File: config.mk
export PLATFORM = sky130hd
export DESIGN_NAME = shell_top
export DESIGN_NICKNAME = d
export VERILOG_FILES = /design/src/logic/shell_pkg.sv /design/src/logic/shell_pipeline.sv /design/src/logic/csr_tracker.sv /design/src/logic/irq_arbiter.sv /design/src/logic/debug_ctrl.sv /design/src/logic/shell_controller.sv /design/src/logic/shell_top.sv
export SDC_FILE = /design/constraint.sdc
export NUM_CORES = 1
export LEC_CHECK = 0
export ABC_AREA = 1
export ABC_CLOCK_PERIOD_IN_PS = 25500
export BUFFER_PORTS_ARGS = -buffer_cell sky130_fd_sc_hd__buf_2
export CAP_MARGIN = 20
export CORE_MARGIN = 1.5
export CORE_UTILIZATION = 40
export CTS_CLUSTER_SIZE = 20
export DETAILED_ROUTE_END_ITERATION = 10
export PLACE_DENSITY = 0.65
export SYNTH_ARGS = -nofsm -noshare
export SYNTH_HDL_FRONTEND = slang
export SYNTH_SLANG_ARGS = --single-unit
File: constraint.sdc
create_clock -name clk -period 25.5 [get_ports clk]
set_clock_uncertainty 0.2 [all_clocks]
set_input_delay 5.1 -clock clk [delete_from_list [all_inputs] [get_ports clk]]
set_output_delay 5.1 -clock clk [all_outputs]
set_load 0.02 [all_outputs]
File: src/logic/shell_pkg.sv
`default_nettype none

package shell_pkg;

    ////////////////////////////////////////////////////////////
    // Widths
    ////////////////////////////////////////////////////////////

    typedef logic [31:0] xlen_t;
    typedef logic [31:0] insn_t;
    typedef logic [11:0] csr_addr_t;
    typedef logic [31:0] irq_t;
    typedef logic [4:0]  irq_cause_t;
    typedef logic [3:0]  mem_mask_t;

    // CSR addresses and the global interrupt enable inside mstatus
    localparam csr_addr_t CSR_MSTATUS     = 12'h300;
    localparam csr_addr_t CSR_MIE         = 12'h304;
    localparam int        MSTATUS_MIE_BIT = 3;

    localparam insn_t INSN_DRET = 32'h7b200073;

    // Shadow pipeline geometry
    localparam int PIPELINE_DEPTH = 4;
    localparam int FILL_CNT_W     = $clog2(PIPELINE_DEPTH);
    localparam int STAGE_IF       = 0;
    localparam int STAGE_ID       = 1;
    localparam int STAGE_EX       = 2;
    localparam int STAGE_WB       = 3;

    // Up to this many memory operations may be outstanding in the LSU
    localparam int LSU_DEPTH = 2;
    localparam int LSU_CNT_W = $clog2(LSU_DEPTH + 1);

    // A retired instruction carries at most this many CSR writes
    localparam int CSR_WR_N = 2;

    ////////////////////////////////////////////////////////////
    // Records
    ////////////////////////////////////////////////////////////

    typedef struct packed {
        logic      valid;
        csr_addr_t addr;
        xlen_t     wdata;
    } csr_wr_t;

    typedef struct packed {
        insn_t                    insn;
        csr_wr_t [CSR_WR_N-1:0]   csr_wr;
        mem_mask_t                rmask;
        mem_mask_t                wmask;
        logic                     dbg_mode;
    } insn_rec_t;

    typedef struct packed {
        logic      valid;
        insn_rec_t rec;
    } stage_t;

    // One step bit and one flush bit per stage, indexed by STAGE_*
    typedef struct packed {
        logic [PIPELINE_DEPTH-1:0] step;
        logic [PIPELINE_DEPTH-1:0] flush;
    } stage_step_t;

endpackage

`default_nettype wire

File: src/logic/shell_pipeline.sv
`timescale 1ns/1ps
`default_nettype none

module shell_pipeline (
    input  wire logic                    clk,
    input  wire logic                    rst_n,
    input  wire shell_pkg::stage_step_t  ctrl_i,
    input  wire shell_pkg::insn_rec_t    rec_i,
    input  wire logic                    valid_i,
    output shell_pkg::stage_t            ex_o,
    output shell_pkg::stage_t            exwb_o,
    output shell_pkg::stage_t            wb_o
);
    import shell_pkg::*;

    // Stage k holds what stage k has produced, so index STAGE_ID is the
    // ID/EX register and carries the record that is executing in EX
    logic      vld_q [PIPELINE_DEPTH];
    insn_rec_t rec_q [PIPELINE_DEPTH];

    for (genvar g = 0; g < PIPELINE_DEPTH; g++) begin : g_stage
        logic      vld_in;
        insn_rec_t rec_in;

        // IF is fed from the retire port, every later stage from its predecessor
        if (g == STAGE_IF) begin : g_head
            assign vld_in = valid_i;
            assign rec_in = rec_i;
        end else begin : g_body
            assign vld_in = vld_q[g-1];
            assign rec_in = rec_q[g-1];
        end

        // A flush wins over a step and leaves the stage empty
        always_ff @(posedge clk or negedge rst_n) begin
            if (!rst_n) begin
                vld_q[g] <= 1'b0;
            end else if (ctrl_i.flush[g]) begin
                vld_q[g] <= 1'b0;
            end else if (ctrl_i.step[g]) begin
                vld_q[g] <= vld_in;
            end
        end

        // Record payload only moves on a real step
        always_ff @(posedge clk) begin
            if (ctrl_i.step[g] && !ctrl_i.flush[g]) begin
                rec_q[g] <= rec_in;
            end
        end
    end

    ////////////////////////////////////////////////////////////
    // Taps for the controller
    ////////////////////////////////////////////////////////////

    assign ex_o   = {vld_q[STAGE_ID], rec_q[STAGE_ID]};
    // This one enters WB on the next step
    assign exwb_o = {vld_q[STAGE_EX], rec_q[STAGE_EX]};
    assign wb_o   = {vld_q[STAGE_WB], rec_q[STAGE_WB]};

endmodule

`default_nettype wire

File: src/logic/csr_tracker.sv
`timescale 1ns/1ps
`default_nettype none

module csr_tracker (
    input  wire logic               clk,
    input  wire logic               rst_n,
    input  wire logic               step_i,
    input  wire shell_pkg::stage_t  exwb_i,
    input  wire logic               irq_taken_i,
    output shell_pkg::irq_t         mie_o,
    output logic                    irq_enabled_o
);
    import shell_pkg::*;

    logic mie_wr;
    logic mstatus_set;
    irq_t mie_wdata;

    // CSR effects must land when the record reaches WB, as they do in the core
    always_comb begin
        mie_wr      = 1'b0;
        mstatus_set = 1'b0;
        mie_wdata   = '0;
        for (int i = 0; i < CSR_WR_N; i++) begin
            if (exwb_i.valid && exwb_i.rec.csr_wr[i].valid) begin
                if (exwb_i.rec.csr_wr[i].addr == CSR_MIE) begin
                    mie_wr    = 1'b1;
                    mie_wdata = irq_t'(exwb_i.rec.csr_wr[i].wdata);
                end
                // Only a write that sets mstatus.MIE matters here
                if (exwb_i.rec.csr_wr[i].addr == CSR_MSTATUS &&
                    exwb_i.rec.csr_wr[i].wdata[MSTATUS_MIE_BIT]) begin
                    mstatus_set = 1'b1;
                end
            end
        end
    end

    // Shadow copy of mie, loaded as the writing record moves into WB
    always_ff @(posedge clk or negedge rst_n) begin
        if (!rst_n) begin
            mie_o <= '0;
        end else if (step_i && mie_wr) begin
            mie_o <= mie_wdata;
        end
    end

    // Trap entry clears MIE, so the enable goes away the cycle after a take
    // and comes back only with a fresh mstatus write
    always_ff @(posedge clk or negedge rst_n) begin
        if (!rst_n) begin
            irq_enabled_o <= 1'b0;
        end else if (step_i && mstatus_set) begin
            irq_enabled_o <= 1'b1;
        end else if (irq_taken_i) begin
            irq_enabled_o <= 1'b0;
        end
    end

endmodule

`default_nettype wire

File: src/logic/irq_arbiter.sv
`timescale 1ns/1ps
`default_nettype none

module irq_arbiter (
    input  wire logic               clk,
    input  wire logic               rst_n,
    input  wire logic               step_i,
    input  wire logic               prev_step_i,
    input  wire shell_pkg::stage_t  ex_i,
    input  wire shell_pkg::irq_t    irq_i,
    input  wire shell_pkg::irq_t    mie_i,
    input  wire logic               irq_enabled_i,
    input  wire logic               debug_mode_i,
    output logic                    irq_taken_o,
    output shell_pkg::irq_cause_t   irq_cause_o
);
    import shell_pkg::*;

    irq_t                 irq_q;
    irq_t                 irq_qq;
    irq_t                 irq_masked;
    logic [LSU_CNT_W-1:0] lsu_cnt_q;
    logic                 mem_in_ex;
    logic                 lsu_up;
    logic                 lsu_down;
    logic                 take;
    irq_cause_t           cause;

    // Two flops on the irq lines line them up with the core after its flush
    always_ff @(posedge clk or negedge rst_n) begin
        if (!rst_n) begin
            irq_q  <= '0;
            irq_qq <= '0;
        end else begin
            irq_q  <= irq_i;
            irq_qq <= irq_q;
        end
    end

    ////////////////////////////////////////////////////////////
    // LSU occupancy
    ////////////////////////////////////////////////////////////

    assign mem_in_ex = ex_i.valid && ((|ex_i.rec.rmask) || (|ex_i.rec.wmask));

    // A memory record counts up the cycle after it arrives in EX
    assign lsu_up   = mem_in_ex && prev_step_i;
    // and down when it moves on towards WB
    assign lsu_down = mem_in_ex && step_i;

    always_ff @(posedge clk or negedge rst_n) begin
        if (!rst_n) begin
            lsu_cnt_q <= '0;
        end else if (!ex_i.valid) begin
            // A flushed or empty EX leaves nothing outstanding
            lsu_cnt_q <= '0;
        end else begin
            case ({lsu_up, lsu_down})
                2'b10: begin
                    if (lsu_cnt_q < LSU_CNT_W'(LSU_DEPTH)) begin
                        lsu_cnt_q <= lsu_cnt_q + 1'b1;
                    end
                end
                2'b01: begin
                    if (lsu_cnt_q != '0) begin
                        lsu_cnt_q <= lsu_cnt_q - 1'b1;
                    end
                end
                default: begin
                    lsu_cnt_q <= lsu_cnt_q;
                end
            endcase
        end
    end

    ////////////////////////////////////////////////////////////
    // Take decision
    ////////////////////////////////////////////////////////////

    assign irq_masked = irq_qq & mie_i;

    // Lowest pending index wins
    always_comb begin
        cause = '0;
        for (int i = $bits(irq_t) - 1; i >= 0; i--) begin
            if (irq_masked[i]) begin
                cause = irq_cause_t'(i);
            end
        end
    end

    // The enable is still high for one cycle after a take, hence the last term
    assign take = (|irq_masked) && irq_enabled_i && (lsu_cnt_q == '0) &&
                  !debug_mode_i && !irq_taken_o;

    always_ff @(posedge clk or negedge rst_n) begin
        if (!rst_n) begin
            irq_taken_o <= 1'b0;
            irq_cause_o <= '0;
        end else begin
            irq_taken_o <= take;
            if (take) begin
                irq_cause_o <= cause;
            end
        end
    end

endmodule

`default_nettype wire

File: src/logic/debug_ctrl.sv
`timescale 1ns/1ps
`default_nettype none

module debug_ctrl (
    input  wire logic               clk,
    input  wire logic               rst_n,
    input  wire logic               debug_req_i,
    input  wire shell_pkg::stage_t  wb_i,
    input  wire logic               pipeline_full_i,
    output logic                    debug_mode_o,
    output logic                    debug_taken_o
);
    import shell_pkg::*;

    logic debug_mode_q;
    logic debug_req_q;
    logic debug_req_qq;
    logic req_rise;

    // The retired dret still carries dbg_mode, but the core has left debug
    // mode by then, so dret clears it right away
    // Between valid WB records the last known mode is kept
    assign debug_mode_o = wb_i.valid ?
                          (wb_i.rec.dbg_mode && (wb_i.rec.insn != INSN_DRET)) :
                          debug_mode_q;

    assign req_rise = debug_req_q && !debug_req_qq;

    always_ff @(posedge clk or negedge rst_n) begin
        if (!rst_n) begin
            debug_mode_q  <= 1'b0;
            debug_req_q   <= 1'b0;
            debug_req_qq  <= 1'b0;
            debug_taken_o <= 1'b0;
        end else begin
            debug_mode_q  <= debug_mode_o;
            debug_req_q   <= debug_req_i;
            debug_req_qq  <= debug_req_q;
            // No debug entry while still filling after reset or a flush
            debug_taken_o <= req_rise && !debug_mode_o && pipeline_full_i;
        end
    end

endmodule

`default_nettype wire

File: src/logic/shell_controller.sv
`timescale 1ns/1ps
`default_nettype none

module shell_controller (
    input  wire logic                    clk,
    input  wire logic                    rst_n,
    input  wire logic                    valid_i,
    input  wire shell_pkg::irq_t         irq_i,
    input  wire logic                    debug_req_i,
    input  wire shell_pkg::stage_t       ex_i,
    input  wire shell_pkg::stage_t       exwb_i,
    input  wire shell_pkg::stage_t       wb_i,
    output shell_pkg::stage_step_t       ctrl_o,
    output logic                         irq_taken_o,
    output shell_pkg::irq_cause_t        irq_cause_o,
    output logic                         debug_taken_o,
    output logic                         flush_o
);
    import shell_pkg::*;

    logic [FILL_CNT_W-1:0] fill_cnt_q;
    logic                  pipeline_full;
    logic                  step;
    logic                  front_step;
    logic                  front_step_q;
    logic                  debug_taken_q;
    irq_t                  mie;
    logic                  irq_enabled;
    logic                  debug_mode;

    ////////////////////////////////////////////////////////////
    // Step control
    ////////////////////////////////////////////////////////////

    // Full once IF, ID and EX hold something, which keeps us in step with the core
    assign pipeline_full = (fill_cnt_q >= FILL_CNT_W'(PIPELINE_DEPTH - 1));

    // Restart the fill after every flush
    always_ff @(posedge clk or negedge rst_n) begin
        if (!rst_n) begin
            fill_cnt_q <= '0;
        end else if (flush_o) begin
            fill_cnt_q <= '0;
        end else if (!pipeline_full) begin
            fill_cnt_q <= fill_cnt_q + 1'b1;
        end
    end

    // Free-run while filling, afterwards only on a retired record
    assign step = !pipeline_full || valid_i;

    // Debug entry halts the front end and lets WB drain
    assign front_step = step && !debug_taken_o;

    always_comb begin
        for (int i = 0; i < PIPELINE_DEPTH; i++) begin
            ctrl_o.step[i] = (i == STAGE_WB) ? step : front_step;
        end
        ctrl_o.flush = {PIPELINE_DEPTH{flush_o}};
    end

    ////////////////////////////////////////////////////////////
    // Flush control
    ////////////////////////////////////////////////////////////

    always_ff @(posedge clk or negedge rst_n) begin
        if (!rst_n) begin
            debug_taken_q <= 1'b0;
            front_step_q  <= 1'b0;
        end else begin
            debug_taken_q <= debug_taken_o;
            // Tells the LSU counter that EX was loaded on the last edge
            front_step_q  <= front_step;
        end
    end

    assign flush_o = irq_taken_o || debug_taken_q;

    ////////////////////////////////////////////////////////////
    // Decision blocks
    ////////////////////////////////////////////////////////////

    csr_tracker u_csr_tracker (
        .clk           (clk),
        .rst_n         (rst_n),
        .step_i        (step),
        .exwb_i        (exwb_i),
        .irq_taken_i   (irq_taken_o),
        .mie_o         (mie),
        .irq_enabled_o (irq_enabled)
    );

    irq_arbiter u_irq_arbiter (
        .clk           (clk),
        .rst_n         (rst_n),
        .step_i        (front_step),
        .prev_step_i   (front_step_q),
        .ex_i          (ex_i),
        .irq_i         (irq_i),
        .mie_i         (mie),
        .irq_enabled_i (irq_enabled),
        .debug_mode_i  (debug_mode),
        .irq_taken_o   (irq_taken_o),
        .irq_cause_o   (irq_cause_o)
    );

    debug_ctrl u_debug_ctrl (
        .clk             (clk),
        .rst_n           (rst_n),
        .debug_req_i     (debug_req_i),
        .wb_i            (wb_i),
        .pipeline_full_i (pipeline_full),
        .debug_mode_o    (debug_mode),
        .debug_taken_o   (debug_taken_o)
    );

endmodule

`default_nettype wire

File: src/logic/shell_top.sv
`timescale 1ns/1ps
`default_nettype none

module shell_top (
    input  wire logic                  clk,
    input  wire logic                  rst_n,
    input  wire logic                  valid_i,
    input  wire shell_pkg::insn_rec_t  rec_i,
    input  wire shell_pkg::irq_t       irq_i,
    input  wire logic                  debug_req_i,
    output shell_pkg::stage_t          wb_o,
    output logic                       irq_taken_o,
    output shell_pkg::irq_cause_t      irq_cause_o,
    output logic                       debug_taken_o,
    output logic                       flush_o
);
    import shell_pkg::*;

    stage_step_t ctrl;
    stage_t      ex_rec;
    stage_t      exwb_rec;

    // Controller decides step and flush from what the stages hold
    shell_controller u_ctrl (
        .clk           (clk),
        .rst_n         (rst_n),
        .valid_i       (valid_i),
        .irq_i         (irq_i),
        .debug_req_i   (debug_req_i),
        .ex_i          (ex_rec),
        .exwb_i        (exwb_rec),
        .wb_i          (wb_o),
        .ctrl_o        (ctrl),
        .irq_taken_o   (irq_taken_o),
        .irq_cause_o   (irq_cause_o),
        .debug_taken_o (debug_taken_o),
        .flush_o       (flush_o)
    );

    shell_pipeline u_pipe (
        .clk     (clk),
        .rst_n   (rst_n),
        .ctrl_i  (ctrl),
        .rec_i   (rec_i),
        .valid_i (valid_i),
        .ex_o    (ex_rec),
        .exwb_o  (exwb_rec),
        .wb_o    (wb_o)
    );

endmodule

`default_nettype wire

==> results of run 1 <==
-- per-stage QoR --
step | util | setup WS [ns] | power (mW) | std cells
final | 0.495 | 17.15 | 3.34 | 2065
after global routing | 0.495 | 16.87 | 3.50 | 2065
after CTS | 0.495 | 16.99 | 3.39 | 2064
after detailed placement | 0.454 | 16.30 | 2.48 | 1949
after global placement | 0.454 | 16.47 | 2.44 | 1949
after floorplan | - | 2.36 | 2.39 | 971
-- metal layers --
| metal | track usage | part of all wire | routed length [µm] | vias to the layer above |
|---|---|---|---|---|
| met4 | 0.0519 | 0.029 | 1040 | 2 |
| met1 | 0.176 | 0.41 | 15100 | 4606 |
| met5 | 0 | 0.00044 | 16 | - |
| li1 | - | - | - | 4389 |
| met2 | 0.229 | 0.50 | 18000 | 252 |
| met3 | 0.0356 | 0.061 | 2210 | 72 |
-- cells in the mapped netlist, types with 4 or more instances --
cell      instances  area share
mux2i_1          31       0.015
o21ai_1          35      0.0086
nand2_1         131       0.024
nand4_1           5      0.0015
nand2_2           4      0.0012
nor4_1           14      0.0043
nor2_1           32      0.0059
dfrtp_1         117        0.14
edfxtp_1        524        0.77
a21oi_1           6      0.0015
inv_1            21      0.0039
inv_2             7      0.0013
clkbuf_1          6      0.0011
nor3_1            4     0.00098
buf_2             4     0.00098
-- sequential cells by signal, indices dropped and copies added, names as in the netlist --
name	flops
u_ctrl.fill_cnt_q	2
u_ctrl.front_step_q	1
u_ctrl.u_debug_ctrl.debug_mode_q	1
u_ctrl.u_debug_ctrl.debug_req_qq	1
u_ctrl.u_irq_arbiter.irq_taken_o	1
u_ctrl.u_debug_ctrl.debug_req_q	1
u_ctrl.u_irq_arbiter.lsu_cnt_q	2
u_ctrl.u_irq_arbiter.irq_cause_o	5
u_ctrl.debug_taken_q	1
u_pipe.wb_o	1
u_pipe.g_stage.vld_in	3
u_pipe.rec_q	524
u_ctrl.u_irq_arbiter.irq_q	32
u_ctrl.u_csr_tracker.mie_o	32
u_ctrl.u_csr_tracker.irq_enabled_o	1
u_ctrl.u_irq_arbiter.irq_qq	32
u_ctrl.u_debug_ctrl.debug_taken_o	1
-- worst max-delay path: cells and delay by family --
kind / cells / cell delay (ns)
and+or+nand+nor: 3 / 0.41
buffers and inverters: 6 / 2.70
-- area by class of cell --
cell class / instances / area, µm²
inverter: 29 / 109
timing repair buffer: 317 / 1630
tap: 672 / 841
multi-input combinational: 291 / 1570
sequential: 641 / 18700
clock buffer: 79 / 1640
fill: 4087 / 25300
clock inverter: 36 / 395
-- worst paths after layout --
check                                                            endpoint                                     start  slack [ns]
worst max-delay path                       u_pipe.rec_q[0][112]$_DFFE_PP_                                   valid_i       17.15
worst min-delay path            u_ctrl.u_irq_arbiter.irq_qq[13]$_DFF_PN0_  u_ctrl.u_irq_arbiter.irq_q[13]$_DFF_PN0_        0.14
worst max register to register             u_pipe.rec_q[0][112]$_DFFE_PP_          u_ctrl.fill_cnt_q[0]$_DFFE_PN0P_       21.00
worst min register to register  u_ctrl.u_irq_arbiter.irq_qq[13]$_DFF_PN0_  u_ctrl.u_irq_arbiter.irq_q[13]$_DFF_PN0_        0.14
max in group asynchronous        u_ctrl.u_irq_arbiter.irq_qq[8]$_DFF_PN0_                                     rst_n       19.60
min in group asynchronous                u_ctrl.fill_cnt_q[1]$_DFFE_PN0P_                                     rst_n        4.22
-- cell families (layout without fill, tap and decap cells) --
logic type                 Yosys count  after routing  synth area share
DFF                                641            641             0.917
buffers and inverters               39            461           0.00744
adders and majority gates            3              3           0.00184
AOI/OAI and AO/OA                   58             58            0.0162
and+or+nand+nor                    198            198            0.0417
muxes                               31             31            0.0152
xor gates and xnor gates             1              1          0.000431
-- power by group --
group          leakage (nW)  internal (mW)  switching, mW
combinational          2.05          0.124          0.417
clock                 0.990          0.520          0.385
sequential             6.86           1.75          0.146
==> impl_metrics.yaml, run 1 <==
global_route:
  grt.overflow.total: 0
  antenna_found_initial: 1
  grt_max_degree: 88
  grt_pass1_wl_mm: 54.6
  track_usage: 0.138
  grt_pass1_vias: 9443
synthesis:
  synth_seq_cells: 641
  yosysWarnings: 0
  synth_cells: 971
  synth-edff-count: 524
  netlist_area_um2: 20300
  ys_types: 33
  async_flop_share: 0.183
  syn_avg_cell_area_um2: 21.0
  yosysSeqAreaShare: 0.917
  syn_nets: 1141
  ys.flop_type: "edfxtp_1"
route:
  drt_pre_antenna_iters: 5
  wire_per_inst_um: 17.6
  totalWireLength_mm: 36.4
  drc: 0
  num_vias: 9321
  via_per_inst: 4.51
  antenna_left: 0
  drtIter0Drc: 642
setup_path:
  slowest_stage: "buf_4"
  cp_max_fo: 87
  reg2reg_depth: 10
  cpMostUsedCell: "buf_4"
  crit_chain: "buf_2 > nor2_1 > nor2_1 > inv_2 > nor2_4 > buf_4 > buf_12 > buf_4 > buf_4"
  critPathCaptureType: "flop"
  worstPathRequired_ns: 25.54
  start_kind: "input port"
  arrival_ns: 8.40
  critical_path_class: "in -> reg"
  cpPeakStageDelay_ns: 0.92
die:
  start_util: 0.406
  ios: 307
  num_rows: 82
  die_h_um: 229
  die_w_um: 229
  core_um2: 50200
  dieArea_um2: 52200
finish:
  drive_gt1_frac: 0.308
  design_area_um2: 24900
  mostFrequentLayoutCells: "524 x edfxtp_1, 305 x buf_2, 131 x nand2_1"
  n_antenna_cell: 0
  area_delta_synth_final_pct: 22.1
  nNetsFinal: 1511
  final_common_cell: "edfxtp_1"
timing:
  worstMarginPinSlew_ns: 1.07
  fmax_ghz: 0.120
  setup-tns-final_ns: 0
  whs_ns: 0.141
  fin_crit_ns: 8.35
  hold_viol_final: 0
  finalSetupViolations: 0
  slew_headroom: 0.287
  rsz0062_at_grt: "false"
  slew_viol_final: 0
  fin_crit_sh: 0.328
clock_tree:
  cts_buffers: 61
  post-cts-setup-buffer-count: 0
  post_cts_resized: 0
  cts_max_level: 2
  cts.sinks: 641
  holdBufCountCts: 0
  root_buffer: "clkbuf_16"
  clockBufferDepth: 3
  cts.clk_slew.worst_paths_ns: 0.06
  cts_tree: "done"
  clk_latency_ns: 0.63
flow_run:
  max_cap_violations: 0
placed_design:
  dp_hpwl_mm: 24.0
  place_area_um2: 22800
  port-buffer-count: 306
  gp_congestion: 0.766
worst_hold_path:
  hold-path-cell-count: 0
  hold_class: "reg -> reg"
power:
  ir_drop_mv: 0.0721
  leakagePower_nw: 9.91
  powerDensity_nw_per_um2: 134
outcome:
  outcome: "complete, no violations"
No activity file was read; power rests on OpenSTA's default activity.
==> inputs of run 2 (changes only) <==
--- a/config.mk
+++ b/config.mk
@@ -6,14 +6,14 @@
 export NUM_CORES = 1
 export LEC_CHECK = 0
 export ABC_AREA = 1
-export ABC_CLOCK_PERIOD_IN_PS = 25500
+export ABC_CLOCK_PERIOD_IN_PS = 7000
 export BUFFER_PORTS_ARGS = -buffer_cell sky130_fd_sc_hd__buf_2
 export CAP_MARGIN = 20
 export CORE_MARGIN = 1.5
 export CORE_UTILIZATION = 40
 export CTS_CLUSTER_SIZE = 20
 export DETAILED_ROUTE_END_ITERATION = 10
-export PLACE_DENSITY = 0.65
+export PLACE_DENSITY = 0.68
 export SYNTH_ARGS = -nofsm -noshare
 export SYNTH_HDL_FRONTEND = slang
 export SYNTH_SLANG_ARGS = --single-unit
==> constraint.sdc (replaced) <==
create_clock -name clk -period 7 [get_ports clk]
set_clock_uncertainty 0.2 [all_clocks]
set_input_delay 1.4 -clock clk [delete_from_list [all_inputs] [get_ports clk]]
set_output_delay 1.4 -clock clk [all_outputs]
set_load 0.02 [all_outputs]
==> run 2 against run 1 <==
Compared with the run above: wire length decreased by 1.2%; power grew to 3.7 times the previous value; global-route usage is 0.073 points lower; final area up 0.19%; hold slack got worse by 0.0029 ns; utilization rose by 0.092 points; die area is the same; critical endpoint is now flush_o; largest cell class unchanged; highest routed layer unchanged.
==> impl_metrics.yaml, run 2 (same netlist as run 1, synthesis figures left out) <==
global_route:
  track_usage: 0.138
  grt_pass1_vias: 9534
  antenna_found_initial: 5
  grt_pass1_wl_mm: 54.2
  grt_max_degree: 163
  grt.overflow.total: 0
route:
  drc: 0
  via_per_inst: 4.47
  route.met2.wl_mm: 17.5
  wire_per_inst_um: 17.4
  num_vias: 9267
  antenna_left: 0
  drt_pre_antenna_iters: 5
  totalWireLength_mm: 36.0
  wl_met3_mm: 2.15
  wl_met1_mm: 15.3
  top_layer_used: "met5"
  drtIter0Drc: 572
timing:
  postLayoutSetupSlackWorst_ns: 3.67
  finalSetupViolations: 0
  hold_viol_final: 0
  worstMarginPinSlew_ns: 1.01
  rsz0062_at_grt: "false"
  slew_headroom: 0.324
  slew_viol_final: 0
  fin_crit_ns: 3.33
  fmax_ghz: 0.300
  fin_crit_sh: 0.475
die:
  num_rows: 82
  ios: 307
  die_h_um: 229
  core_um2: 50200
  die_w_um: 229
  dieArea_um2: 52200
  start_util: 0.406
clock_tree:
  cts_max_level: 3
  post-cts-setup-buffer-count: 0
  holdBufCountCts: 0
  cts_tree: "done"
  cts_buffers: 66
  clockBufferDepth: 3
  root_buffer: "clkbuf_16"
  cts.clk_slew.worst_paths_ns: 0.06
  post_cts_resized: 0
  cts.sinks: 641
  clk_latency_ns: 0.58
power:
  ir_drop_mv: 0.333
  leakagePower_nw: 9.92
  powerDensity_nw_per_um2: 490
placed_design:
  place_area_um2: 22800
  port-buffer-count: 306
  placedCellCount: 1947
  post-place-ws_ns: 3.12
  dp_hpwl_mm: 23.7
  gp_congestion: 0.835
flow_run:
  max_cap_violations: 0
outcome:
  outcome: "complete, no violations"
setup_path:
  critPathCaptureType: "primary output"
  arrival_ns: 1.73
  worstPathRequired_ns: 5.40
  cp_max_fo: 5
  start_kind: "flop"
  critical_path_class: "reg -> out"
finish:
  top_register: "u_pipe.rec_q"
  largest_reg_flops: 524
  mostFrequentLayoutCells: "524 x edfxtp_1, 305 x buf_2, 131 x nand2_1"
  nNetsFinal: 1513
  finalNonFillerCells: 2071
  design_area_um2: 24900
  final_common_cell: "edfxtp_1"
  area_delta_synth_final_pct: 22.4
  drive_gt1_frac: 0.305
worst_hold_path:
  hold_class: "reg -> reg"
run 2: cell types whose count changed in the layout (fill, tap and decap cells not counted), sizes merged:
| cell | previous run | this run |
|---|---|---|
| clkinv | 22 | 26 |
| buf | 317 | 314 |
| diode | 0 | 4 |
| clkinvlp | 4 | 1 |
| bufinv | 6 | 3 |
| inv | 33 | 32 |
| clkbuf | 79 | 87 |
run 2: critical path: stages, from the launching register on:
cell and delay (ns):
dfrtp_1 0.43, nor2_1 0.28, inv_1 0.22, buf_2 0.22
run 2: per-layer routing:
layer / vias up / track usage
li1: 4391 / -
met1: 4536 / 0.176
met2: 262 / 0.222
met3: 76 / 0.0379
met4: 2 / 0.0584
met5: - / 0
run 2: final timing paths:
| path | startpoint | cells past startpoint | end | slack, ns |
|---|---|---|---|---|
| max in group asynchronous | rst_n | 2 | u_ctrl.u_csr_tracker.mie_o[26]$_DFFE_PN0P_ | 4.69 |
| worst min register to register | u_ctrl.u_irq_arbiter.irq_q[12]$_DFF_PN0_ | 0 | u_ctrl.u_irq_arbiter.irq_qq[12]$_DFF_PN0_ | 0.14 |
| worst max-delay path | u_ctrl.u_irq_arbiter.irq_taken_o$_DFF_PN0_ | 3 | flush_o | 3.67 |
| worst max register to register | u_ctrl.fill_cnt_q[0]$_DFFE_PN0P_ | 7 | u_pipe.rec_q[1][114]$_DFFE_PP_ | 3.92 |
| worst min-delay path | u_ctrl.u_irq_arbiter.irq_q[12]$_DFF_PN0_ | 0 | u_ctrl.u_irq_arbiter.irq_qq[12]$_DFF_PN0_ | 0.14 |
| min in group asynchronous | rst_n | 1 | u_ctrl.u_irq_arbiter.irq_qq[11]$_DFF_PN0_ | 0.63 |
run 2: cell type report:
| cell class | instances | area (µm²) |
|---|---|---|
| diodes | 4 | 10.0 |
| clock buffers | 87 | 1780 |
| clock inverters | 33 | 284 |
| fillers | 4055 | 25300 |
| inverters | 29 | 109 |
| multi-input cells | 291 | 1580 |
| flip-flops and latches | 641 | 18700 |
| well taps | 672 | 841 |
| repair buffers | 314 | 1630 |
run 2: where the power goes:
part / internal [mW] / leakage [nW] / switching, mW
combinational: 0.459 / 2.05 / 1.54
sequential: 6.37 / 6.86 / 0.527
clock: 1.92 / 1.01 / 1.38
total: 8.75 / 9.92 / 3.44
run 2: per-stage QoR:
stage | hold WS, ns | power, mW | utilization | setup TNS, ns
2_1_floorplan | 0.131 | 8.26 | - | -513.24
3_3_place_gp | 0.132 | 8.88 | 0.455 | 0
3_5_place_dp | 0.135 | 9.02 | 0.455 | 0
4_1_cts | 0.134 | 12.4 | 0.496 | 0
5_1_grt | 0.138 | 12.8 | 0.496 | 0
6_report | 0.138 | 12.2 | 0.496 | 0
==> inputs of run 3 (changes only) <==
--- a/config.mk
+++ b/config.mk
@@ -5,15 +5,15 @@
 export SDC_FILE = /design/constraint.sdc
 export NUM_CORES = 1
 export LEC_CHECK = 0
-export ABC_AREA = 1
-export ABC_CLOCK_PERIOD_IN_PS = 7000
+export ABC_AREA = 0
+export ABC_CLOCK_PERIOD_IN_PS = 3100
 export BUFFER_PORTS_ARGS = -buffer_cell sky130_fd_sc_hd__buf_2
 export CAP_MARGIN = 20
 export CORE_MARGIN = 1.5
 export CORE_UTILIZATION = 40
 export CTS_CLUSTER_SIZE = 20
 export DETAILED_ROUTE_END_ITERATION = 10
-export PLACE_DENSITY = 0.68
+export PLACE_DENSITY = 0.65
 export SYNTH_ARGS = -nofsm -noshare
 export SYNTH_HDL_FRONTEND = slang
 export SYNTH_SLANG_ARGS = --single-unit
==> constraint.sdc (replaced) <==
create_clock -name clk -period 3.1 [get_ports clk]
set_clock_uncertainty 0.2 [all_clocks]
set_input_delay 0.62 -clock clk [delete_from_list [all_inputs] [get_ports clk]]
set_output_delay 0.62 -clock clk [all_outputs]
set_load 0.02 [all_outputs]
==> run 3 against run 2 <==
Compared with the run above: die area grew 2.1%; sequential power rose by 130%; area after synthesis grew 2.1%; register-to-register slack got worse by 3.6 ns; hold slack worse by 0.052 ns; wire length rose by 11%; final cell count increased by 4.9%; combinational power rose to 2.6 times the previous value; sequential cell count did not move; clock-buffer cell count shrank 7; synthesized cell count shrank 7.9%; largest power group unchanged.
==> impl_metrics.yaml, run 3 <==
timing:
  hold_viol_final: 0
  finalSetupViolations: 0
  fin_crit_sh: 0.899
  postLayoutSetupSlackWorst_ns: 0.314
  slew_viol_final: 0
  setup-tns-final_ns: 0
  rsz0062_at_grt: "false"
  fmax_ghz: 0.359
  fin_crit_ns: 2.79
  slew_headroom: 0.628
  worstMarginPinSlew_ns: 0.554
synthesis:
  synth_top_family_by_area: "multiplexers"
  ys_top_cells_by_count: "524 x edfxtp_1, 117 x dfrtp_1, 60 x mux2_4, 51 x nand2_1, 13 x a21oi_1"
  synthXorXnorAreaFrac: 0.000422
  ys_types: 50
  synth-edff-count: 524
  synth_adder_area_share: 0.00181
  synthMuxAreaShare: 0.0486
  yosys.area.top_type_share: 0.757
  synthSimpleGateAreaFrac: 0.0286
  synth_compound_area_frac: 0.0177
  synth_cells: 894
  synth_seq_cells: 641
  synth_largest_area_cell: "edfxtp_1"
  synth_most_common_cell: "edfxtp_1"
  syn_avg_cell_area_um2: 23.2
  yosysWarnings: 0
  netlist_area_um2: 20800
  ys.flop_type: "edfxtp_1"
  syn_nets: 1064
  synthTopCellsByArea: "edfxtp_1 76%, dfrtp_1 14%, mux2_4 4.3%"
  yosysSeqAreaShare: 0.898
  async_flop_share: 0.183
die:
  num_rows: 83
  dieArea_um2: 53300
  die_w_um: 231
  die_h_um: 231
  start_util: 0.405
  ios: 307
  core_um2: 51300
setup_path:
  crit_path_end: "u_ctrl.u_irq_arbiter.irq_cause_o[2]$_DFFE_PN0P_"
  start_kind: "flop"
  cpPeakStageDelay_ns: 0.52
  arrival_ns: 3.08
  reg2reg_depth: 6
  rrSetupSlack_ns: 0.31
  slowest_stage: "or4_1"
  worstPathRequired_ns: 3.39
  worstSetupStartpoint: "u_pipe.rec_q[3][112]$_DFFE_PP_"
  crit_chain: "nor4b_1 > nand4_1 > or4_1 > a31oi_2 > o21a_2 > mux2_1"
  cp_max_fo: 4
  critical_path_class: "reg -> reg"
  reg2reg_to: "u_ctrl.u_irq_arbiter.irq_cause_o[2]$_DFFE_PN0P_"
  crit-reg2reg-launch: "u_pipe.rec_q[3][112]$_DFFE_PP_"
  critPathCaptureType: "flop"
placed_design:
  placedCellCount: 1891
  place_area_um2: 23400
  dp_hpwl_mm: 25.1
  port-buffer-count: 306
  post-place-ws_ns: 0.249
  gp_congestion: 0.782
clock_tree:
  cts.sinks: 641
  holdBufCountCts: 165
  root_buffer: "clkbuf_16"
  clockBufferDepth: 3
  cts_buffers: 61
  cts.clk_slew.worst_paths_ns: 0.06
  cts_tree: "done"
  clk_latency_ns: 0.62
  cts_max_level: 2
  post_cts_resized: 0
  post-cts-setup-buffer-count: 0
route:
  drt_pre_antenna_iters: 4
  drtIter0Drc: 501
  num_vias: 9852
  wire_per_inst_um: 18.4
  drc: 0
  totalWireLength_mm: 40.0
  via_per_inst: 4.53
  antenna_left: 0
global_route:
  grt.overflow.total: 0
  use_met2: 0.242
  grtUsageMet1: 0.189
  grt_max_degree: 71
  grt_pass1_wl_mm: 59.6
  busiest_layer: "met2"
  grtUsageMet3: 0.0525
  grt_pass1_vias: 10400
  track_usage: 0.150
  antenna_found_initial: 2
finish:
  num-fill-cells: 3984
  nNetsFinal: 1609
  regArea_um2: 18700
  multi_input_area_um2: 2060
  final_common_cell: "edfxtp_1"
  top_register: "u_pipe.rec_q"
  largest_reg_flops: 524
  finalNonFillerCells: 2173
  area_delta_synth_final_pct: 30.5
  drive_gt1_frac: 0.335
  design_area_um2: 27100
  mostFrequentLayoutCells: "524 x edfxtp_1, 305 x buf_2, 165 x dlygate4sd3_1"
power:
  powerDensity_nw_per_um2: 1050
  power_mw: 28.3
  leakagePower_nw: 10.9
  ir_drop_mv: 0.818
flow_run:
  max_cap_violations: 0
worst_hold_path:
  hold_class: "in -> reg"
outcome:
  outcome: "complete, no violations"
## run 3: report_power, final
| part | switching (mW) | internal (mW) |
|---|---|---|
| logic | 3.59 | 1.65 |
| registers | 1.29 | 14.4 |
| clock network | 3.12 | 4.32 |
## run 3: logic make-up (layout without fill, tap and decap cells)
group,count (synthesis),count (layout)
adders and majority gates,3,3
AOI/OAI and AO/OA,52,52
and+or+nand+nor,114,114
other,0,1
DFF,641,641
muxes,70,70
xor gates and xnor gates,1,1
buffers and inverters,13,611
## run 3: worst min-delay path by stage
stage | start | endpoint | cells past startpoint
2_1_floorplan | rst_n | u_ctrl.debug_taken_q$_DFF_PN0_ | 0
3_3_place_gp | u_ctrl.u_irq_arbiter.irq_q[29]$_DFF_PN0_ | u_ctrl.u_irq_arbiter.irq_qq[29]$_DFF_PN0_ | 0
3_5_place_dp | u_ctrl.u_irq_arbiter.irq_q[14]$_DFF_PN0_ | u_ctrl.u_irq_arbiter.irq_qq[14]$_DFF_PN0_ | 0
4_1_cts | valid_i | u_pipe.g_stage[1].vld_in$_DFFE_PN0P_ | 3
5_1_grt | valid_i | u_pipe.g_stage[1].vld_in$_DFFE_PN0P_ | 3
6_report | valid_i | u_pipe.g_stage[1].vld_in$_DFFE_PN0P_ | 3
## run 3: final cells by class
type / count / share of cell area
Antenna cell: 1 / 0.0000923
Sequential cell: 641 / 0.689
Inverter: 5 / 0.000692
Timing Repair Buffer: 490 / 0.128
Clock buffer: 80 / 0.0616
Multi-Input combinational cell: 240 / 0.0760
Clock inverter: 36 / 0.0138
Tap cell: 680 / 0.0314
## run 3: metrics by stage
| stage | hold WS, ns | util |
|---|---|---|
| global placement | 0.133 | 0.456 |
| global route | 0.0762 | 0.528 |
| CTS | 0.0428 | 0.528 |
| finish | 0.0858 | 0.528 |
| detailed placement | 0.135 | 0.456 |
| floorplan | 0.124 | - |
## run 3: critical path, delay by kind of cell, from the launching register on
| kind | cells | cell delay, ns |
|---|---|---|
| AOI/OAI and AO/OA | 2 | 0.62 |
| DFF | 1 | 0.41 |
| muxes | 1 | 0.34 |
| and+or+nand+nor | 3 | 1.09 |
## run 3: routing by layer
layer	part of all wire	vias up	wire, µm
li1	-	4606	-
met1	0.41	4865	16300
met2	0.48	313	19200
met3	0.085	66	3410
met4	0.027	2	1080
met5	0.00032	-	13
